$ cat src/verilog/noun_eq_params.svh
`ifndef NOUN_EQ_PARAMS_SVH
`define NOUN_EQ_PARAMS_SVH

// Node word layout: two tag bits then hed and tel fields
`define NOUN_FIELD_W 8
`define NOUN_WORD_W 18

// Storage sizes
`define NOUN_DEPTH 256
`define NOUN_STACK_DEPTH 16

// Node pairs compared before the engine gives up
`define NOUN_VISIT_LIMIT 1024

// APB register map, byte offsets
`define NOUN_APB_AW 12
`define NOUN_REG_CTRL 12'h000
`define NOUN_REG_ROOTS 12'h004
`define NOUN_REG_STATUS 12'h008
`define NOUN_REG_VISITS 12'h00C
`define NOUN_NODE_BASE 12'h400

`endif

$ cat src/verilog/visit_counter.sv
`timescale 1ns/1ps
`include "noun_eq_params.svh"

module visit_counter (
  input  logic                                   clk,
  input  logic                                   rst,
  input  logic                                   clear,
  input  logic                                   count_en,
  output logic [$clog2(`NOUN_VISIT_LIMIT+1)-1:0] visits,
  output logic                                   limit_hit
);

  assign limit_hit = (visits == `NOUN_VISIT_LIMIT);

  // Saturates at the limit
  always_ff @(posedge clk or negedge rst) begin
    if (!rst) begin
      visits <= '0;
    end else if (clear) begin
      visits <= '0;
    end else if (count_en && !limit_hit) begin
      visits <= visits + 1'b1;
    end
  end

endmodule
$ cat config.mk
export PLATFORM = sky130hd
export DESIGN_NAME = visit_counter
export DESIGN_NICKNAME = d
export VERILOG_FILES = /design/src/verilog/visit_counter.sv
export VERILOG_INCLUDE_DIRS = /design/src /design/src/verilog
export SDC_FILE = /design/constraint.sdc
export NUM_CORES = 1
export LEC_CHECK = 0
export ABC_CLOCK_PERIOD_IN_PS = 1700
export BUFFER_PORTS_ARGS = -buffer_cell sky130_fd_sc_hd__buf_2
export CORE_UTILIZATION = 51
export DETAILED_ROUTE_END_ITERATION = 16
export PLACE_DENSITY = 0.76
export SLEW_MARGIN = 10
export SYNTH_ARGS = -nofsm -noshare
export SYNTH_HDL_FRONTEND = slang
export SYNTH_SLANG_ARGS = --single-unit
$ cat constraint.sdc
create_clock -name clk -period 1.7 [get_ports clk]
set_input_delay 0.17 -clock clk [delete_from_list [all_inputs] [get_ports clk]]
set_output_delay 0.17 -clock clk [all_outputs]
set_load 0.005 [all_outputs]
After elaboration in Yosys (flattened, before gate mapping)
Index checks and enable logic that the tools add are counted.

Register bits after elaboration: 11. Input port bits: 4. Logic and storage cells: 8.

Reductions and logical operators: 3. $add $sub $neg: 1. Equality and inequality tests: 1. Multiplexer cells: 2.

Operators with widths (number): $mux W11 (2); $add A11 B1 Y11 const B (1); $eq A11 B11 Y1 const B (1); $reduce_bool A2 Y1 (1); $logic_and A1 B1 Y1 (1); $logic_not A1 Y1 (1).

Depth between registers and ports, before layout
Depth after elaboration: 5. Gate-level depth with buffers: 5. Depth with buffers taken out: 5.

Least setup slack after synthesis
No wires, ideal clock.

Path kind: register to register. From: register visits[0]. To: register visits[10]. Setup time: 78 ps. Arrival time: 1449 ps. Period minus slack after synthesis: 1527 ps. Required time: 1622 ps. Setup slack: 173 ps. Cell stages (with the launch flop): 5. Cell sequence: dfrtp_1 > ha_1 > nand4_2 > or4_1 > a21oi_1.

Cells in the longest elaborated chain, start to end: 4. Elaborated cells on any way between the ends: 7. Those cells by class: add/sub (1); eq/ne (1); mux (2); reduce/logical (3).

Ends and longest elaborated chain: start, declared (line visit_counter.sv:9) `` output logic [$clog2(`NOUN_VISIT_LIMIT+1)-1:0] visits, ``; start signal, assigned (line visit_counter.sv:22) `visits <= visits + 1'b1;`; branches (longest 4 deep; another with $add A11 B1 Y11).

Several ways; the timed one is not identified. The select of a mux whose other input is x is not followed. A chain may end at the register's enable or synchronous reset.

Final worst setup path
From: register visits[2]. To: output port limit_hit.

Cells in the longest elaborated chain, start to end: 1.

Ends and longest elaborated chain: $eq A11 B11 Y1 (no source line); end, declared (line visit_counter.sv:10) `output logic limit_hit`.

No other way between the ends.

==> flow_metrics.tcl <==
set metrics [dict create \
    antenna_found_initial 0 \
    clock_latency_ns 0.27 \
    wl_per_cell_um 14.56 \
    maxSlewHeadroom 0.8092 \
    layout-drive-gt1-share 0.3061 \
    hold_class "input port to flip-flop" \
    cap_violations 0 \
    clk_pin_slew_ns 0.07 \
    clock_sinks 11 \
    cp_data_required_time_ns 1.53 \
    dp_hpwl_um 1167 \
    synth_edf_count 0 \
    gp_congestion 0.7727 \
    worst_slew_pin_slew_ns 0.2862 \
    htree_num_levels 1 \
    p_leak_nw 0.3961 \
    clock_skew_ns 0.002562 \
    synth.distinct_cells 32 \
    synth_ff_type "dfrtp_1" \
    grt_pass1_wl_um 2318 \
    hold_viol_final 0 \
    io_pins 16 \
    synth_most_common_cell "dfrtp_1" \
    dpl_cell_area_um2 805.8 \
    post-route-util 0.6625 \
    drtIter0Drc 15 \
    fin_area_um2 862.1 \
    finalCritPeriodShare 0.9618 \
    synthToLayoutAreaGrowth_pct 22.16 \
    tns_ns 0 \
    postSynthAreaPerCell_um2 9.047 \
    core-area_um2 1301 \
    syn-cell-area_um2 705.7 \
    ys_seq_area_frac 0.3901 \
    route.antenna.remaining_nets 0 \
    wirelength_um 1645 \
    critPathKind "flip-flop to output port" \
    yosysTopAreaCellShare 0.3901 \
    reg_top3 "visits (11)" \
    report.final.slew_viol_count 0 \
    nNetsFinal 105 \
    p_per_area_nw_per_um2 586.3 \
    worst_slack_ns 0.06486 \
    overflow 0 \
    gr-usage-all-layers 0.2289 \
    antennaDiodeCount 0 \
    synth-async-reset-ratio 1.000 \
    grt_pass1_vias 551 \
    syn_nets 84 \
    setup-violations-final 0 \
    vdd_drop_max_uv 425.6 \
    status "complete, no violations" \
    max_freq_ghz 0.6116 \
    largest_register "visits" \
    die_h_um 39.20 \
    synthTopCellsByArea "dfrtp_1 39%, a21oi_1 7.1%, or4_1 4.3%, ha_1 3.5%, o31ai_1 3.2%" \
    clockRootBuffer "clkbuf_4" \
    initial_utilization 0.5423 \
    fillers 117 \
    multiInputGateArea_um2 424.2 \
    grt_max_degree 17 \
    die_w_um 39.20 \
    dr.pass1.iters 6 \
    final.min_clock_period_ns 1.635 \
    cts_made_buffers 3 \
    yosysWarningCount 0 \
    synthTopCellsByCount "11 x dfrtp_1, 10 x a21oi_1" \
    synthCells 78 \
    io_buffers 15 \
    detail_route.vias_per_cell 6.124 \
    via_count 692 \
    yosys.area.top_type "dfrtp_1" \
    cp.arrival_ns 1.47 \
    startpoint_type "flip-flop" \
    dieArea_um2 1536 \
    regArea_um2 277.8 \
    worstSetupEndpointType "output port" \
    ys_ff_latch 11 \
    largest_reg_flops 11 \
    drcViolationCount 0 \
    rows 13 \
    place_ws_ns 0.06172 \
    crit_path_max_fanout 9 \
    rsz0062_at_grt "true" \
    cts_buffer_depth 2 \
    cts_tree "done" \
]
## through the flow
stage	std cells	total power [mW]	hold WS (ns)
after global placement	108	0.3218	0.04968
after floorplan	78	0.3033	-0.1256
after detailed placement	108	0.3248	0.05736
after CTS	113	0.5078	0.2407
final	113	0.5054	0.2514
after global routing	113	0.5322	0.2542
## worst paths after layout
path                             from          to  slack [ns]  cells past startpoint
hold / removal                  clear   visits[4]        0.25                      2
max in group asynchronous         rst   visits[8]        1.17                      2
hold reg to reg            visits[10]  visits[10]        0.57                      2
min in group asynchronous         rst   visits[5]        0.30                      2
setup / recovery            visits[2]   limit_hit        0.06                      4
setup reg to reg            visits[0]  visits[10]        0.09                      4
## cell families (layout without fill, tap and decap cells)
kind of cell	count (synthesis)	count (layout)	synth area share
muxes	1	1	0.01596
AOI/OAI and AO/OA	20	20	0.1738
buffers and inverters	6	26	0.03367
adders and majority gates	2	2	0.03546
and+or+nand+nor	38	38	0.3511
DFF	11	11	0.3901
## metal layers
| layer | share of wire | global-route usage | vias up |
|---|---|---|---|
| met5 | 0 | 0 | - |
| met4 | 0.0073 | 0.07759 | 0 |
| met3 | 0.032 | 0.05202 | 2 |
| met2 | 0.49 | 0.3917 | 17 |
| met1 | 0.47 | 0.2776 | 335 |
| li1 | - | - | 338 |
## where the power goes
| part | total (mW) | internal [mW] | switching [mW] |
|---|---|---|---|
| logic | 0.0491 | 0.0202 | 0.0289 |
| clock network | 0.184 | 0.0908 | 0.0933 |
| registers | 0.272 | 0.266 | 0.00660 |
## layout by cell type (no fill, tap or decap), drive strengths merged, types with 2 or more instances in the layout
cell,synthesis,final
buf,1,17
dfrtp,11,11
a21oi,10,10
inv,4,4
nand3,4,4
nand2,4,4
or4,4,4
nand4,4,4
clkbuf,1,4
o31ai,3,3
o21ai,3,3
or3,3,3
nor2,3,3
nor2b,3,3
nor4,3,3
nand3b,2,2
and3,2,2
ha,2,2
## cell type report
class	count	area share
multi-input cells	61	0.4920
flip-flops and latches	11	0.3222
repair buffers	18	0.1161
clock buffers	4	0.03048
well taps	15	0.02177
inverters	4	0.01742
## worst max-delay path: stages, from the launching register on
cell     delay, ns
dfrtp_1       0.47
nor4_2        0.30
buf_4         0.19
and3_1        0.14
buf_2         0.10
## repair_timing
action                                 CTS  global route
hold buffers                             1             0
setup endpoints to repair                0             2
endpoints found under the hold margin   11             0
buffers inserted                         0             0
gates resized for setup                  0             6
(Power assumes the default switching activity.)
