<file path="src/verilog/noun_eq_params.svh">
`ifndef NOUN_EQ_PARAMS_SVH
`define NOUN_EQ_PARAMS_SVH

// Node word layout: two tag bits then hed and tel fields
`define NOUN_FIELD_W 8
`define NOUN_WORD_W 18

// Storage sizes
`define NOUN_DEPTH 256
`define NOUN_STACK_DEPTH 16

// Node pairs compared before the engine gives up
`define NOUN_VISIT_LIMIT 1024

// APB register map, byte offsets
`define NOUN_APB_AW 12
`define NOUN_REG_CTRL 12'h000
`define NOUN_REG_ROOTS 12'h004
`define NOUN_REG_STATUS 12'h008
`define NOUN_REG_VISITS 12'h00C
`define NOUN_NODE_BASE 12'h400

`endif

</file>
<file path="src/verilog/noun_eq_pkg.sv">
`include "noun_eq_params.svh"

package noun_eq_pkg;

  // Tag bit is 1 for a cell (field is an address), 0 for an atom
  typedef struct packed {
    logic                     hed_tag;
    logic                     tel_tag;
    logic [`NOUN_FIELD_W-1:0] hed;
    logic [`NOUN_FIELD_W-1:0] tel;
  } noun_word_t;

  // Decoded as {hed_tag, tel_tag}
  typedef enum logic [1:0] {
    ATOM_ATOM = 2'b00,
    ATOM_CELL = 2'b01,
    CELL_ATOM = 2'b10,
    CELL_CELL = 2'b11
  } tag_pair_e;

  typedef enum logic [2:0] {
    IDLE,
    FETCH,
    COMPARE,
    POP,
    DONE
  } eq_state_e;

  typedef enum logic [1:0] {
    V_NONE,
    V_EQUAL,
    V_NOT_EQUAL,
    V_ABORT
  } verdict_e;

endpackage

</file>
<file path="src/verilog/node_mem_if.sv">
`timescale 1ns/1ps
`include "noun_eq_params.svh"

interface node_mem_if;

  // Two read ports for the lockstep walk
  logic [`NOUN_FIELD_W-1:0] rd_addr_a;
  logic [`NOUN_FIELD_W-1:0] rd_addr_b;
  noun_eq_pkg::noun_word_t  rd_data_a;
  noun_eq_pkg::noun_word_t  rd_data_b;

  // Host load port
  logic                     wr_en;
  logic [`NOUN_FIELD_W-1:0] wr_addr;
  noun_eq_pkg::noun_word_t  wr_data;

  modport engine (
    output rd_addr_a, rd_addr_b,
    input  rd_data_a, rd_data_b
  );

  modport host (
    output wr_en, wr_addr, wr_data
  );

  modport store (
    input  rd_addr_a, rd_addr_b, wr_en, wr_addr, wr_data,
    output rd_data_a, rd_data_b
  );

endinterface

</file>
<file path="src/verilog/apb_regs.sv">
`timescale 1ns/1ps
`include "noun_eq_params.svh"

module apb_regs (
  input  logic                                   clk,
  input  logic                                   rst,
  input  logic                                   psel,
  input  logic                                   penable,
  input  logic                                   pwrite,
  input  logic [`NOUN_APB_AW-1:0]                paddr,
  input  logic [31:0]                            pwdata,
  output logic [31:0]                            prdata,
  output logic                                   pready,
  output logic                                   pslverr,
  node_mem_if.host                               mem,
  output logic                                   start,
  output logic [`NOUN_FIELD_W-1:0]               root_a,
  output logic [`NOUN_FIELD_W-1:0]               root_b,
  input  logic                                   busy,
  input  logic                                   done,
  input  noun_eq_pkg::verdict_e                  verdict,
  input  logic [$clog2(`NOUN_VISIT_LIMIT+1)-1:0] visits
);

  localparam int VW = $clog2(`NOUN_VISIT_LIMIT + 1);

  logic                    access;
  logic                    wr_access;
  logic                    is_ctrl;
  logic                    is_roots;
  logic                    is_status;
  logic                    is_visits;
  logic                    in_window;
  logic [`NOUN_APB_AW-1:0] node_off;

  assign access    = psel && penable;
  assign wr_access = access && pwrite;
  assign pready    = 1'b1;

  // Address decode
  assign is_ctrl   = (paddr == `NOUN_REG_CTRL);
  assign is_roots  = (paddr == `NOUN_REG_ROOTS);
  assign is_status = (paddr == `NOUN_REG_STATUS);
  assign is_visits = (paddr == `NOUN_REG_VISITS);
  assign node_off  = paddr - `NOUN_NODE_BASE;
  assign in_window = (paddr >= `NOUN_NODE_BASE) &&
                     (paddr < `NOUN_NODE_BASE + 4 * `NOUN_DEPTH) && (paddr[1:0] == 2'b00);

  // Node loads go straight to the store, blocked while the engine runs
  assign mem.wr_en   = wr_access && in_window && !busy;
  assign mem.wr_addr = node_off[`NOUN_FIELD_W+1:2];
  assign mem.wr_data = noun_eq_pkg::noun_word_t'(pwdata[`NOUN_WORD_W-1:0]);

  // A start while busy is dropped without an error
  assign start = wr_access && is_ctrl && pwdata[0] && !busy;

  assign pslverr = access && (!(is_ctrl || is_roots || is_status || is_visits || in_window) ||
                              (pwrite && busy && (is_roots || in_window)));

  always_ff @(posedge clk or negedge rst) begin
    if (!rst) begin
      root_a <= '0;
      root_b <= '0;
    end else if (wr_access && is_roots && !busy) begin
      root_a <= pwdata[`NOUN_FIELD_W-1:0];
      root_b <= pwdata[2*`NOUN_FIELD_W-1:`NOUN_FIELD_W];
    end
  end

  always_comb begin
    prdata = '0;
    if (is_roots) begin
      prdata = {{(32 - 2 * `NOUN_FIELD_W){1'b0}}, root_b, root_a};
    end else if (is_status) begin
      prdata = {28'b0, verdict, done, busy};
    end else if (is_visits) begin
      prdata = {{(32 - VW){1'b0}}, visits};
    end
  end

endmodule

</file>
<file path="src/flat_wrapper.sv">
// flat-port wrapper written by rule: the top's interface ports become plain ports
module apb_regs_flat 
  (clk, rst, psel, penable, pwrite, paddr, pwdata, prdata, pready, pslverr, start, root_a, root_b, busy, done, verdict, visits, mem_wr_en, mem_wr_addr, mem_wr_data);
  node_mem_if mem_i ();
  input  logic clk;
  input  logic rst;
  input  logic psel;
  input  logic penable;
  input  logic pwrite;
  input  logic [`NOUN_APB_AW-1:0] paddr;
  input  logic [31:0] pwdata;
  output logic [31:0] prdata;
  output logic pready;
  output logic pslverr;
  output logic start;
  output logic [`NOUN_FIELD_W-1:0] root_a;
  output logic [`NOUN_FIELD_W-1:0] root_b;
  input  logic busy;
  input  logic done;
  input  noun_eq_pkg::verdict_e verdict;
  input  logic [$clog2(`NOUN_VISIT_LIMIT+1)-1:0] visits;
  output wire logic [$bits(mem_i.wr_en)-1:0] mem_wr_en;
  output wire logic [$bits(mem_i.wr_addr)-1:0] mem_wr_addr;
  output wire logic [$bits(mem_i.wr_data)-1:0] mem_wr_data;
  assign mem_wr_en = mem_i.wr_en;
  assign mem_wr_addr = mem_i.wr_addr;
  assign mem_wr_data = mem_i.wr_data;
  apb_regs u_core (.clk(clk), .rst(rst), .psel(psel), .penable(penable), .pwrite(pwrite), .paddr(paddr), .pwdata(pwdata), .prdata(prdata), .pready(pready), .pslverr(pslverr), .mem(mem_i), .start(start), .root_a(root_a), .root_b(root_b), .busy(busy), .done(done), .verdict(verdict), .visits(visits));
endmodule
</file>
<file path="config.mk">
export PLATFORM = sky130hd
export DESIGN_NAME = apb_regs_flat
export DESIGN_NICKNAME = d
export VERILOG_FILES = /design/src/verilog/noun_eq_pkg.sv /design/src/verilog/node_mem_if.sv /design/src/verilog/apb_regs.sv /design/src/flat_wrapper.sv
export VERILOG_INCLUDE_DIRS = /design/src /design/src/verilog
export SDC_FILE = /design/constraint.sdc
export NUM_CORES = 1
export LEC_CHECK = 0
export BUFFER_PORTS_ARGS = -buffer_cell sky130_fd_sc_hd__buf_2
export CAP_MARGIN = 25
export CORE_MARGIN = 8
export CORE_UTILIZATION = 38
export DETAILED_ROUTE_END_ITERATION = 12
export HOLD_SLACK_MARGIN = 0.03
export PLACE_DENSITY = 0.87
export SKIP_CTS_REPAIR_TIMING = 1
export SLEW_MARGIN = 20
export SYNTH_ARGS = -nofsm -noshare
export SYNTH_HDL_FRONTEND = slang
export SYNTH_SLANG_ARGS = --single-unit
</file>
<file path="constraint.sdc">
create_clock -name clk -period 2.01 [get_ports clk]
set_clock_uncertainty 0.15 [all_clocks]
set_input_delay 0.201 -clock clk [delete_from_list [all_inputs] [get_ports clk]]
set_output_delay 0.201 -clock clk [all_outputs]
set_load 0.01 [all_outputs]
</file>
* Yosys cells after proc, flatten, opt, wreduce, memory -nomap -nowiden
Index checks and enable logic that the tools add are counted.
W data, S select, Z words.
** Storage, ports and cells
- Register bits :: 16
- Input port bits :: 64
- Output and inout bits :: 78
- Logic and storage cells :: 35
** Cells by class
- Add/subtract/negate cells :: 1
- Order comparisons :: 2
- Equal/unequal tests :: 3
- Muxes and demuxes :: 3
- Reductions and logical operators :: 24
** Operators by type and width (count)
- $mux W32 :: 2
- $eq A12 B4 Y1 const B :: 2
- $logic_and A1 B1 Y1 :: 14
- $eq A12 B3 Y1 const B :: 1
- $ge A12 B11 Y1 const B :: 1
- $logic_not A12 Y1 :: 1
- $lt A12 B12 Y1 const B :: 1
- $mux W11 :: 1
- $sub A10 B1 Y10 const B :: 1
- $logic_or A1 B1 Y1 :: 6
- $logic_not A1 Y1 :: 2
- $logic_not A2 Y1 :: 1

* Logic depth before layout (Yosys ltp)
- Depth after elaboration :: 8
- Gate-level depth with buffers :: 6
- Depth with buffers taken out :: 4

* Least setup slack after synthesis
OpenSTA, ideal clock, no wires.
- Path type :: input port to flip-flop
- Start point :: input paddr[5]
- End point :: register u_core.root_a[0]
- Library setup time :: 0.125 ns
- Arrival time :: 1.610 ns
- Data required time :: 1.735 ns
- Slack :: 0.125 ns
- Stages :: 6
- Path buffers :: 2
- Cells stage by stage :: nor4_4 > nand3_2 > or3_1 > buf_6 > buf_12 > mux2_4
** Between the ends
- Word-level cells in the longest chain between the ends :: 3
** Ends and longest elaborated chain
- start, declared :: line flat_wrapper.sv:10 : input logic [`NOUN_APB_AW-1:0] paddr;
- $eq A12 B3 Y1 (no line)
- $logic_and A1 B1 Y1 (2 in series) :: line apb_regs.sv:64 : end else if (wr_access && is_roots && !busy) begin
- end signal, assigned :: line apb_regs.sv:65 : root_a <= pwdata[`NOUN_FIELD_W-1:0];
- end, declared :: line apb_regs.sv:17 : output logic [`NOUN_FIELD_W-1:0] root_a,
Every way passes these cells.
A chain may end at the register's enable or synchronous reset.

* Worst setup path after layout
- Start point :: input paddr[11]
- End point :: output pslverr
** Between the ends
- Word-level cells in the longest chain between the ends :: 8
- Elaborated cells between the ends (all ways) :: 17
- Those cells by class :: order compare (2); eq/ne (3); reduce/logical (12)
** Ends and longest elaborated chain
- branches (longest 6 deep; another with $ge A12 B11 Y1)
- $logic_or A1 B1 Y1 (*) :: line apb_regs.sv:57 : assign pslverr = access && (!(is_ctrl || is_roots || is_status || is_visits || in_window) ||
- $logic_and A1 B1 Y1 (*) :: line apb_regs.sv:57
- end, declared :: line flat_wrapper.sv:14 : output logic pslverr;
Mark *: on every way between the ends.

==> flow_summary.json <==
{
  "path_cells": "buf_2, or4b_2, nand2_1, a32oi_1, nor2_1, buf_2",
  "clkSinkCount": 16,
  "p_int_uw": 481,
  "hpwl_um": 3530,
  "stdcell_area_um2": 1830,
  "period_minus_slack_ps": 1790,
  "diodes": 0,
  "regToRegSetupSlack_ps": 1060,
  "drc_errors": 0,
  "rows": 21,
  "pwr-share-seq_pct": 47.9,
  "finalHoldViolCount": 0,
  "cpPeakStageDelay_ps": 700,
  "grt_pass1_wl_um": 5780,
  "dpl-instance-area_um2": 1670,
  "finalSetupViolCount": 0,
  "dieArea_um2": 5680,
  "swShare_pct": 28.4,
  "cts.path.max_buffers": 2,
  "crit_top_cell": "buf_2",
  "io_buffers": 106,
  "syn_area_per_cell_um2": 10.2,
  "comb_power_share_pct": 27.4,
  "die_x_um": 75.4,
  "r2r-start": "u_core.root_b[5]",
  "drt_iter0_markers": 28,
  "worst-path-buf-inv": 2,
  "antenna_found_initial": 0,
  "hold_end": "u_core.root_a[5]",
  "ys_ff_latch": 16,
  "finalNetCount": 294,
  "totalWireLength_um": 4530,
  "clk_latency_ps": 280,
  "cp.required_ps": 1660,
  "worst_setup_hold_path_clk_slew_ps": 90,
  "power.leakage_nw": 1.11,
  "fin_setup_tns_ps": 0,
  "wire_per_inst_um": 16.5,
  "via_per_inst": 4.60,
  "grt_use_total_pct": 13.4,
  "final_max_slew_viol_count": 0,
  "arrival_ps": 1440,
  "die_h_um": 75.4,
  "synthTopCellsByArea": "dfrtp_1 30%, buf_4 24%, mux2_4 11%",
  "min_from": "pwdata[5]",
  "cts_tree": "yes",
  "cts_root_buffer": "clkbuf_4",
  "max_freq_ghz": 0.559,
  "cp_top_family": "simple AND/OR/NAND/NOR gates",
  "timing.final.ws_setup_ps": 221,
  "outcome": "completed",
  "slowest_stage": "or4b_2",
  "yosys.area.top_type": "dfrtp_1",
  "pwr-share-clk_pct": 24.6,
  "ir_drop_mv": 0.282,
  "grt.overflow.total": 0,
  "rsz0062_at_grt": "false",
  "drive_gt1_share_pct": 61.0,
  "critical_path_class": "input pin to output pin",
  "place_ws_ps": 65.6,
  "rr_worst_depth": 1,
  "pin_count": 142,
  "worstPathMaxFanout": 3,
  "powerDensity_nw_per_um2": 366,
  "grt_pass1_vias": 1220,
  "synth_area_um2": 1340,
  "syn2layout_area_growth_pct": 36.9,
  "syn_inst": 132,
  "power_uw": 672,
  "drt-pass1-iter-count": 4,
  "start_util_pct": 39.8,
  "core_um2": 3360,
  "r2r_end": "u_core.root_b[5]",
  "synth_top_area_share_pct": 29.9,
  "fillers": 297,
  "cts_buffers": 3,
  "fin_crit_sh_pct": 89.0,
  "place.gp.congestion": 0.711,
  "cap_violations": 0,
  "vias": 1261,
  "utilization_pct": 54.5,
  "grt_max_degree": 17,
  "hold_class": "input pin to flip-flop",
  "synth_cell_type_count": 25,
  "htreeDepth": 1,
  "holdPathStages": 2,
  "yosysWarnings": 0,
  "seq_area_frac_synth_pct": 29.9,
  "critPathLaunchType": "input pin",
  "final_antenna_net_count": 0,
  "p_switching_uw": 190,
  "end_kind": "output pin"
}
-- metal layers --
| metal | vias up | wire [µm] | GRT usage (%) |
|---|---|---|---|
| met5 | - | 0 | 0 |
| met4 | 0 | 67 | 5.76 |
| met3 | 6 | 663 | 5.00 |
| met2 | 90 | 2170 | 22.2 |
| met1 | 584 | 1630 | 15.0 |
| li1 | 581 | - | - |
-- metrics by stage --
stage               cells  hold WS (ps)
floorplan             147          -245
global placement      257         -26.0
detailed placement    257         -22.1
CTS                   260          -326
global route          274          20.4
finish                274          17.6
-- logic make-up after synthesis --
group	count (synthesis)	synth area share, %
AO/OA/AOI/OAI	5	2.89
buffers and inverters	47	27.1
flip-flops	16	29.9
multiplexers	27	24.8
other	2	0.560
AND/OR/NAND/NOR	35	14.8
-- synth_stat cells, drive strengths merged --
cell / n
a22oi: 4
a32oi: 1
and2: 4
buf: 47
conb: 2
dfrtp: 16
mux2: 20
mux2i: 7
nand2: 4
nand3: 1
nand4: 1
nand4b: 1
nor2: 16
nor2b: 1
nor3: 3
nor4: 1
or2b: 1
or3: 1
or4b: 1
-- cell type report --
type                    instances  area (µm²)  area share [%]
repair buffers                125         721            39.3
flip-flops and latches         16         400            21.8
well taps                      46        57.6            3.14
clock buffers                   3        22.5            1.23
multi-input cells              84         633            34.5
-- power groups by stage --
stage          Combinational [mW]  Clock, mW  Sequential (mW)
2_1_floorplan               0.126          0            0.329
3_3_place_gp                0.158          0            0.328
3_5_place_dp                0.161          0            0.328
4_1_cts                     0.161      0.165            0.322
5_1_grt                     0.202      0.181            0.322
6_report                    0.184      0.165            0.322
-- cells in the final DEF, fill, tap and decap left out, drive strengths merged, types with 3 or more instances in the layout --
cell	instances
a22oi	4
and2	4
buf	111
clkbuf	3
conb	17
dfrtp	16
dlygate4sd3	14
mux2	20
mux2i	7
nand2	4
nor2	16
nor3	3
-- worst max path at each step --
stage,slack [ps],from,endpoint,depth (start not counted)
CTS,220,paddr[11],pslverr,6
detailed placement,70,paddr[4],u_core.root_b[5],6
global placement,70,paddr[4],u_core.root_b[6],6
finish,220,paddr[11],pslverr,6
floorplan,120,paddr[5],u_core.root_a[0],6
global route,140,paddr[4],prdata[13],6
-- sequential cells by signal, indices dropped and copies added (netlist names) --
signal and flops:
u_core.root_b 8, u_core.root_a 8
Power figures use the tool's default switching activity.
