**src/verilog/noun_eq_params.svh**
```systemverilog
`ifndef NOUN_EQ_PARAMS_SVH
`define NOUN_EQ_PARAMS_SVH

// Node word layout: two tag bits then hed and tel fields
`define NOUN_FIELD_W 8
`define NOUN_WORD_W 18

// Storage sizes
`define NOUN_DEPTH 256
`define NOUN_STACK_DEPTH 16

// Node pairs compared before the engine gives up
`define NOUN_VISIT_LIMIT 1024

// APB register map, byte offsets
`define NOUN_APB_AW 12
`define NOUN_REG_CTRL 12'h000
`define NOUN_REG_ROOTS 12'h004
`define NOUN_REG_STATUS 12'h008
`define NOUN_REG_VISITS 12'h00C
`define NOUN_NODE_BASE 12'h400

`endif

```
**src/verilog/noun_eq_pkg.sv**
```systemverilog
`include "noun_eq_params.svh"

package noun_eq_pkg;

  // Tag bit is 1 for a cell (field is an address), 0 for an atom
  typedef struct packed {
    logic                     hed_tag;
    logic                     tel_tag;
    logic [`NOUN_FIELD_W-1:0] hed;
    logic [`NOUN_FIELD_W-1:0] tel;
  } noun_word_t;

  // Decoded as {hed_tag, tel_tag}
  typedef enum logic [1:0] {
    ATOM_ATOM = 2'b00,
    ATOM_CELL = 2'b01,
    CELL_ATOM = 2'b10,
    CELL_CELL = 2'b11
  } tag_pair_e;

  typedef enum logic [2:0] {
    IDLE,
    FETCH,
    COMPARE,
    POP,
    DONE
  } eq_state_e;

  typedef enum logic [1:0] {
    V_NONE,
    V_EQUAL,
    V_NOT_EQUAL,
    V_ABORT
  } verdict_e;

endpackage

```
**src/verilog/node_mem_if.sv**
```systemverilog
`timescale 1ns/1ps
`include "noun_eq_params.svh"

interface node_mem_if;

  // Two read ports for the lockstep walk
  logic [`NOUN_FIELD_W-1:0] rd_addr_a;
  logic [`NOUN_FIELD_W-1:0] rd_addr_b;
  noun_eq_pkg::noun_word_t  rd_data_a;
  noun_eq_pkg::noun_word_t  rd_data_b;

  // Host load port
  logic                     wr_en;
  logic [`NOUN_FIELD_W-1:0] wr_addr;
  noun_eq_pkg::noun_word_t  wr_data;

  modport engine (
    output rd_addr_a, rd_addr_b,
    input  rd_data_a, rd_data_b
  );

  modport host (
    output wr_en, wr_addr, wr_data
  );

  modport store (
    input  rd_addr_a, rd_addr_b, wr_en, wr_addr, wr_data,
    output rd_data_a, rd_data_b
  );

endinterface

```
**src/verilog/eq_fsm.sv**
```systemverilog
`timescale 1ns/1ps
`include "noun_eq_params.svh"

module eq_fsm (
  input  logic                     clk,
  input  logic                     rst,
  input  logic                     start,
  input  logic [`NOUN_FIELD_W-1:0] root_a,
  input  logic [`NOUN_FIELD_W-1:0] root_b,
  node_mem_if.engine               mem,
  output logic                     push,
  output logic                     pop,
  output logic [`NOUN_FIELD_W-1:0] push_a,
  output logic [`NOUN_FIELD_W-1:0] push_b,
  input  logic [`NOUN_FIELD_W-1:0] top_a,
  input  logic [`NOUN_FIELD_W-1:0] top_b,
  input  logic                     empty,
  input  logic                     overflow,
  output logic                     count_en,
  output logic                     clear,
  input  logic                     limit_hit,
  output logic                     busy,
  output logic                     done,
  output noun_eq_pkg::verdict_e    verdict
);

  noun_eq_pkg::eq_state_e   state;
  noun_eq_pkg::eq_state_e   state_d;
  noun_eq_pkg::verdict_e    verdict_d;
  noun_eq_pkg::tag_pair_e   tags_a;
  noun_eq_pkg::tag_pair_e   tags_b;
  logic [`NOUN_FIELD_W-1:0] cur_a;
  logic [`NOUN_FIELD_W-1:0] cur_b;
  logic [`NOUN_FIELD_W-1:0] cur_a_d;
  logic [`NOUN_FIELD_W-1:0] cur_b_d;
  logic                     hed_eq;
  logic                     tel_eq;

  // Current pair is presented continuously, data lands in COMPARE
  assign mem.rd_addr_a = cur_a;
  assign mem.rd_addr_b = cur_b;

  assign tags_a = noun_eq_pkg::tag_pair_e'({mem.rd_data_a.hed_tag, mem.rd_data_a.tel_tag});
  assign tags_b = noun_eq_pkg::tag_pair_e'({mem.rd_data_b.hed_tag, mem.rd_data_b.tel_tag});
  assign hed_eq = (mem.rd_data_a.hed == mem.rd_data_b.hed);
  assign tel_eq = (mem.rd_data_a.tel == mem.rd_data_b.tel);

  // Tel pair is what gets deferred on a cell/cell node
  assign push_a = mem.rd_data_a.tel;
  assign push_b = mem.rd_data_b.tel;

  assign busy = (state == noun_eq_pkg::FETCH) || (state == noun_eq_pkg::COMPARE) ||
                (state == noun_eq_pkg::POP);
  assign done = (state == noun_eq_pkg::DONE);

  always_comb begin
    state_d   = state;
    verdict_d = verdict;
    cur_a_d   = cur_a;
    cur_b_d   = cur_b;
    push      = 1'b0;
    pop       = 1'b0;
    count_en  = 1'b0;
    clear     = 1'b0;
    case (state)
      noun_eq_pkg::IDLE, noun_eq_pkg::DONE: begin
        if (start) begin
          state_d   = noun_eq_pkg::FETCH;
          verdict_d = noun_eq_pkg::V_NONE;
          cur_a_d   = root_a;
          cur_b_d   = root_b;
          clear     = 1'b1;
        end
      end
      noun_eq_pkg::FETCH: begin
        state_d = noun_eq_pkg::COMPARE;
      end
      noun_eq_pkg::COMPARE: begin
        if (overflow || limit_hit) begin
          // Cyclic or too deep graph
          state_d   = noun_eq_pkg::DONE;
          verdict_d = noun_eq_pkg::V_ABORT;
        end else begin
          count_en  = 1'b1;
          state_d   = noun_eq_pkg::DONE;
          verdict_d = noun_eq_pkg::V_NOT_EQUAL;
          if (tags_a == tags_b) begin
            case (tags_a)
              noun_eq_pkg::ATOM_ATOM: begin
                if (hed_eq && tel_eq) begin
                  state_d   = noun_eq_pkg::POP;
                  verdict_d = verdict;
                end
              end
              noun_eq_pkg::ATOM_CELL: begin
                if (hed_eq) begin
                  state_d   = noun_eq_pkg::FETCH;
                  verdict_d = verdict;
                  cur_a_d   = mem.rd_data_a.tel;
                  cur_b_d   = mem.rd_data_b.tel;
                end
              end
              noun_eq_pkg::CELL_ATOM: begin
                if (tel_eq) begin
                  state_d   = noun_eq_pkg::FETCH;
                  verdict_d = verdict;
                  cur_a_d   = mem.rd_data_a.hed;
                  cur_b_d   = mem.rd_data_b.hed;
                end
              end
              default: begin
                // Descend into hed, tel pair waits on the stack
                push      = 1'b1;
                state_d   = noun_eq_pkg::FETCH;
                verdict_d = verdict;
                cur_a_d   = mem.rd_data_a.hed;
                cur_b_d   = mem.rd_data_b.hed;
              end
            endcase
          end
        end
      end
      noun_eq_pkg::POP: begin
        if (empty) begin
          state_d   = noun_eq_pkg::DONE;
          verdict_d = noun_eq_pkg::V_EQUAL;
        end else begin
          pop     = 1'b1;
          state_d = noun_eq_pkg::FETCH;
          cur_a_d = top_a;
          cur_b_d = top_b;
        end
      end
      default: begin
        state_d = noun_eq_pkg::IDLE;
      end
    endcase
  end

  always_ff @(posedge clk or negedge rst) begin
    if (!rst) begin
      state   <= noun_eq_pkg::IDLE;
      verdict <= noun_eq_pkg::V_NONE;
    end else begin
      state   <= state_d;
      verdict <= verdict_d;
    end
  end

  always_ff @(posedge clk) begin
    cur_a <= cur_a_d;
    cur_b <= cur_b_d;
  end

endmodule

```
**src/flat_wrapper.sv**
```systemverilog
// flat-port wrapper written by rule: the top's interface ports become plain ports
module eq_fsm_flat 
  (clk, rst, start, root_a, root_b, push, pop, push_a, push_b, top_a, top_b, empty, overflow, count_en, clear, limit_hit, busy, done, verdict, mem_rd_addr_a, mem_rd_addr_b, mem_rd_data_a, mem_rd_data_b);
  node_mem_if mem_i ();
  input  logic clk;
  input  logic rst;
  input  logic start;
  input  logic [`NOUN_FIELD_W-1:0] root_a;
  input  logic [`NOUN_FIELD_W-1:0] root_b;
  output logic push;
  output logic pop;
  output logic [`NOUN_FIELD_W-1:0] push_a;
  output logic [`NOUN_FIELD_W-1:0] push_b;
  input  logic [`NOUN_FIELD_W-1:0] top_a;
  input  logic [`NOUN_FIELD_W-1:0] top_b;
  input  logic empty;
  input  logic overflow;
  output logic count_en;
  output logic clear;
  input  logic limit_hit;
  output logic busy;
  output logic done;
  output noun_eq_pkg::verdict_e verdict;
  output wire logic [$bits(mem_i.rd_addr_a)-1:0] mem_rd_addr_a;
  output wire logic [$bits(mem_i.rd_addr_b)-1:0] mem_rd_addr_b;
  input wire logic [$bits(mem_i.rd_data_a)-1:0] mem_rd_data_a;
  input wire logic [$bits(mem_i.rd_data_b)-1:0] mem_rd_data_b;
  assign mem_rd_addr_a = mem_i.rd_addr_a;
  assign mem_rd_addr_b = mem_i.rd_addr_b;
  assign mem_i.rd_data_a = mem_rd_data_a;
  assign mem_i.rd_data_b = mem_rd_data_b;
  eq_fsm u_core (.clk(clk), .rst(rst), .start(start), .root_a(root_a), .root_b(root_b), .mem(mem_i), .push(push), .pop(pop), .push_a(push_a), .push_b(push_b), .top_a(top_a), .top_b(top_b), .empty(empty), .overflow(overflow), .count_en(count_en), .clear(clear), .limit_hit(limit_hit), .busy(busy), .done(done), .verdict(verdict));
endmodule
```
**config.mk**
```make
export PLATFORM = sky130hd
export DESIGN_NAME = eq_fsm_flat
export DESIGN_NICKNAME = d
export VERILOG_FILES = /design/src/verilog/noun_eq_pkg.sv /design/src/verilog/node_mem_if.sv /design/src/verilog/eq_fsm.sv /design/src/flat_wrapper.sv
export VERILOG_INCLUDE_DIRS = /design/src /design/src/verilog
export SDC_FILE = /design/constraint.sdc
export NUM_CORES = 1
export LEC_CHECK = 0
export ABC_AREA = 1
export BUFFER_PORTS_ARGS = -buffer_cell sky130_fd_sc_hd__buf_4
export CAP_MARGIN = 20
export CORE_ASPECT_RATIO = 1.5
export CORE_UTILIZATION = 44
export CTS_CLUSTER_DIAMETER = 30
export DETAILED_ROUTE_END_ITERATION = 16
export PLACE_DENSITY_LB_ADDON = 0.15
export SLEW_MARGIN = 20
export SYNTH_ARGS = -nofsm -noshare
export SYNTH_HDL_FRONTEND = slang
export SYNTH_SLANG_ARGS = --single-unit
export TNS_END_PERCENT = 50
```
**constraint.sdc**
```tcl
create_clock -name clk -period 2.35 [get_ports clk]
set_input_delay 0.1175 -clock clk [delete_from_list [all_inputs] [get_ports clk]]
set_output_delay 0.1175 -clock clk [all_outputs]
set_load 0.01 [all_outputs]
```
---- Word level (Yosys, flattened, before mapping) ----
Index checks and enable logic that the tools add are counted.
storage, ports and cells
  bits of input ports ..................... 74
  output and inout port bits .............. 40
  flip-flop bits (word level) ............. 21
  logic and storage cells ................. 80
operators by class
  equal/unequal tests ..................... 21
  multiplexer cells ....................... 44
  reductions and logical operators ........ 11
operators by type and width
  cell                count
  $mux 8              12
  $pmux 8 s3          4
  $mux 3              7
  $eq 8x8->1          2
  $ne 5x5->1 const B  3
  $mux 2              7
  $ne 2x2->1 const B  6
  $pmux 2 s3          2
  $pmux 3 s4          1
  $mux 1              10
  $pmux 3 s3          1
  $reduce_and 8->1    1
  $reduce_and 7->1    1
  $eq 3x2->1 const B  2
  $ne 3x2->1 const B  2
  $ne 6x6->1 const B  1
  $eq 3x1->1 const B  1
  $eq 3x3->1 const B  1
  $logic_not 3->1     1
  $logic_or 1x1->1    3
  $reduce_bool 3->1   1
  $reduce_or 3->1     1
  $eq 2x1->1 const B  1
  $eq 2x2->1          1
  4 further kinds     4

---- Longest topological paths before layout ----
  word-level depth ........................ 7
  mapped depth ............................ 12

---- Worst setup path after synthesis ----
Ideal clock, no wire load.
  path type ............................... register -> register
  start point ............................. register u_core.state[1]
  end point ............................... register u_core.cur_a[0] (netlist: u_core.mem.rd_addr_a[0]), enable pin
  period minus slack after synthesis ...... 1.964 ns
  arrival ................................. 1.576 ns
  buffers on the path ..................... 0
  path slack .............................. 0.386 ns
  cell stages (with the launch flop) ...... 8
  cells stage by stage .................... dfrtp_1 inv_1 nor2_1 nand2_2 inv_1 nand2_1 nand2_1 nor2_1
between the ends
  cells in the longest elaborated chain, start to end .. 4
  elaborated cells between the ends (all ways) .. 14
  those cells by class .................... eq/ne: 10; reduce/logical: 4
ends and longest elaborated chain
  item                                                                     line           source
  from (decl)                                                              eq_fsm.sv:27   noun_eq_pkg::eq_state_e state;
  from (signal assigned)                                                   eq_fsm.sv:142  state <= noun_eq_pkg::IDLE;
  from (signal assigned)                                                   eq_fsm.sv:145  state <= state_d;
  $eq 3x3->1 / $logic_not 3->1 (equally long branches)                     eq_fsm.sv:65   case (state)
  $reduce_or 2->1                                                          eq_fsm.sv:65
  $ne 2x2->1 (no source line) / $reduce_bool 3->1 (equally long branches)  -
  $reduce_and 8->1 (no source line) (*)                                    -
  to (signal assigned)                                                     eq_fsm.sv:151  cur_a <= cur_a_d;
  to (decl)                                                                eq_fsm.sv:32   logic [`NOUN_FIELD_W-1:0] cur_a;
Every way passes the cells marked *; elsewhere a longest branch is shown, timed or not.
A chain may end at the register's enable or synchronous reset.

---- Worst setup path in the final report ----
  start point ............................. register u_core.state[0]
  end point ............................... output push
between the ends
  cells in the longest elaborated chain, start to end .. 2
ends and longest elaborated chain
  item        line                source
  $eq 3x2->1  eq_fsm.sv:65
  $mux 1      eq_fsm.sv:65
  to (decl)   flat_wrapper.sv:10  output logic push;
Every way passes these cells.

==> flow_metrics.py <==
metrics = {
    "logic_synthesis": {
        "ys_seq_elements": 21,
        "syn-mean-instance-area_um2": 6.04,
        "synth_top_area_share_pct": 25.0,
        "syn-instance-count": 319,
        "synth_area_leaders": "edfxtp_1, nand2_1, inv_1, dfrtp_1, buf_4",
        "yosysSeqAreaShare_pct": 31.4,
        "ys_types": 22,
        "yosysTopAreaCell": "edfxtp_1",
        "syn-num-nets": 393,
        "yosysWarnings": 0,
        "syn-cell-area_um2": 1930,
    },
    "grt": {
        "antenna_found_initial": 0,
        "grt_pass1_wl_um": 8300,
        "grt_overflow": 0,
        "grt_pass1_vias": 1959,
        "grt_max_degree": 31,
        "grt_use_total_pct": 22.1,
    },
    "cts": {
        "post-cts-setup-buffers": 0,
        "cts_buffers": 3,
        "cts-root-buf": "clkbuf_8",
        "tritoncts": "built",
        "cts_buffer_depth": 2,
        "clk_latency_ns": 0.26,
        "cts_htree_levels": 1,
        "clk_pin_slew_worst_paths_ns": 0.07,
        "cts_hold_buf": 1,
        "cts_resized": 0,
        "clock-sinks": 21,
    },
    "critical_path": {
        "required_ns": 2.23,
        "slowest_stage": "dfrtp_1",
        "cp_common_cell": "inv_1",
        "crit_type": "reg2out",
        "timing.rr.end": "u_core.mem.rd_addr_b[0]",
        "cp-end-kind": "primary output",
        "cp_max_fo": 18,
        "crit_chain": "inv_1 -> nand2_2 -> nor3_4 -> nand3_1 -> inv_1 -> buf_4",
        "worst_setup_path_start_kind": "register",
        "rr_startpoint": "u_core.state[1]",
        "rrSetupSlack_ns": 0.58,
        "worstPathArrival_ns": 1.68,
        "path_buf_inv": 3,
        "cpPeakStageDelay_ns": 0.40,
        "crit_family": "simple AND/OR/NAND/NOR gates",
        "cp.depth": 6,
        "crit_end": "push",
        "crit_path_start": "u_core.state[0]",
        "rr_worst_depth": 8,
    },
    "power": {
        "ir_worst_vdd_mv": 0.629,
        "power_leakage_nw": 1.60,
        "total_power_mw": 2.12,
        "powerDensity_nw_per_um2": 766,
    },
    "routing": {
        "wl_um": 5200,
        "vias_per_cell": 4.68,
        "via_count": 2173,
        "final_antenna_net_count": 0,
        "post_drt_wl_per_cell_um": 11.2,
        "firstDrtPassIters": 5,
        "met1_length_um": 2100,
        "wl_met2_um": 2690,
        "top_layer_used": "met4",
        "first_iter_violations": 54,
        "route.detailed.drc": 0,
        "met3WireLength_um": 314,
    },
    "final_layout": {
        "multi_input_area_um2": 966,
        "regArea_um2": 606,
        "num_antenna_cells": 0,
        "n_fill_cell": 400,
        "final_core_util_pct": 65.7,
        "layout.nets": 493,
        "layout-drive-gt1-share_pct": 30.9,
        "syn_to_final_growth_pct": 43.7,
        "layoutNonFillerInstCount": 464,
    },
    "timing": {
        "hold_viol_final": 0,
        "tightest_slew_ns": 0.393,
        "layout_min_cycle_time_ns": 1.80,
        "fin_crit_sh_pct": 76.5,
        "rsz0062_at_grt": "false",
        "clock.fmax_ghz": 0.556,
        "finClkSkew_ns": 0.00132,
        "relSlewSlack_pct": 73.7,
        "slew_violations": 0,
        "fin_setup_tns_ns": 0,
        "setup-violations-final": 0,
    },
    "floorplan": {
        "pin_count": 114,
        "coreArea_um2": 4210,
        "num_rows": 29,
        "initial_core_util_pct": 45.7,
        "die_h_um": 83.0,
        "fp.dieW_um": 56.0,
        "dieArea_um2": 4650,
    },
    "worst_hold_path": {
        "min_from": "start",
        "hp-class": "in2reg",
    },
    "place": {
        "gp_congestion": 0.921,
        "place_hpwl_um": 4400,
        "dp_cells": 459,
        "portBuffers": 113,
    },
    "status": {
        "outcome": "complete, no violations",
    },
    "job": {
        "cap_viol_max_count": 0,
    },
}
-- logic make-up after synthesis --
logic type | Yosys count | share of synthesized area, %
buffers and inverters | 78 | 18.4
xor gates and xnor gates | 4 | 1.82
AOI/OAI and AO/OA | 35 | 9.49
DFF | 21 | 31.4
and+or+nand+nor | 181 | 38.9
-- registers in the layout (all words and copies together), names as in the netlist --
name / cells
u_core.mem.rd_addr_a: 8
u_core.mem.rd_addr_b: 8
u_core.state: 3
u_core.verdict: 2
-- cells in the final DEF, fill, tap and decap left out --
| cell type | netlist | routed |
|---|---|---|
| nand3_2 | 1 | 1 |
| nor3_1 | 1 | 1 |
| nand2_1 | 122 | 122 |
| dfrtp_1 | 5 | 5 |
| dlygate4sd3_1 | 0 | 1 |
| inv_2 | 2 | 2 |
| o21ai_0 | 16 | 16 |
| o211ai_1 | 3 | 3 |
| nand3_1 | 23 | 23 |
| nand2_2 | 3 | 3 |
| inv_1 | 54 | 54 |
| or2_1 | 1 | 1 |
| clkinv_2 | 0 | 1 |
| nor2_1 | 27 | 27 |
| xor2_1 | 1 | 1 |
| buf_4 | 16 | 116 |
| nor2_2 | 1 | 1 |
| edfxtp_1 | 16 | 16 |
| xnor2_1 | 3 | 3 |
| clkbuf_8 | 0 | 3 |
| nor2_4 | 1 | 1 |
| nor3_4 | 1 | 1 |
| a21oi_1 | 16 | 16 |
-- cell usage after synthesis --
cell / count
nand2_1: 122
inv_1: 54
nor2_1: 27
nand3_1: 23
a21oi_1: 16
buf_4: 16
edfxtp_1: 16
o21ai_0: 16
clkbuf_1: 5
dfrtp_1: 5
nand2_2: 3
o211ai_1: 3
xnor2_1: 3
inv_2: 2
buf_2: 1
nand3_2: 1
nor2_2: 1
nor2_4: 1
nor3_1: 1
nor3_4: 1
or2_1: 1
xor2_1: 1
-- how the worst min path moves through the flow --
stage                              to  slack (ns)  cells past startpoint
CTS                   u_core.state[2]        0.09                      2
floorplan             u_core.state[0]       -0.18                      0
global route          u_core.state[2]        0.08                      2
detailed placement  u_core.verdict[1]       -0.07                      1
global placement    u_core.verdict[0]       -0.08                      1
finish                u_core.state[2]        0.08                      2
-- per-layer routing --
metal  track usage, %  vias up
met1             26.6      916
met4             8.20        0
met5                0        -
met2             39.7       86
met3             2.18        8
li1                 -     1163
-- power by group --
group          total (mW)  switching, mW  internal, mW
clock               0.231          0.113         0.118
combinational        1.16          0.655         0.507
sequential          0.725         0.0662         0.659
-- final cells by class --
type                            count  share of cell area (%)
Timing Repair Buffer              117                    31.8
Multi-Input combinational cell    220                    34.9
Inverter                           56                    7.60
Sequential cell                    21                    21.9
Tap cell                           46                    2.08
Clock buffer                        3                    1.49
Clock inverter                      1                   0.181
-- stage by stage --
stage               instance area [µm²]  setup WS (ns)  hold slack, ns
global route                       2770          0.374          0.0838
CTS                                2770          0.541          0.0862
detailed placement                 2710          0.588         -0.0742
finish                             2770          0.551          0.0835
global placement                   2710          0.621         -0.0754
floorplan                          1930          0.386          -0.178
Power figures use the tool's default switching activity.
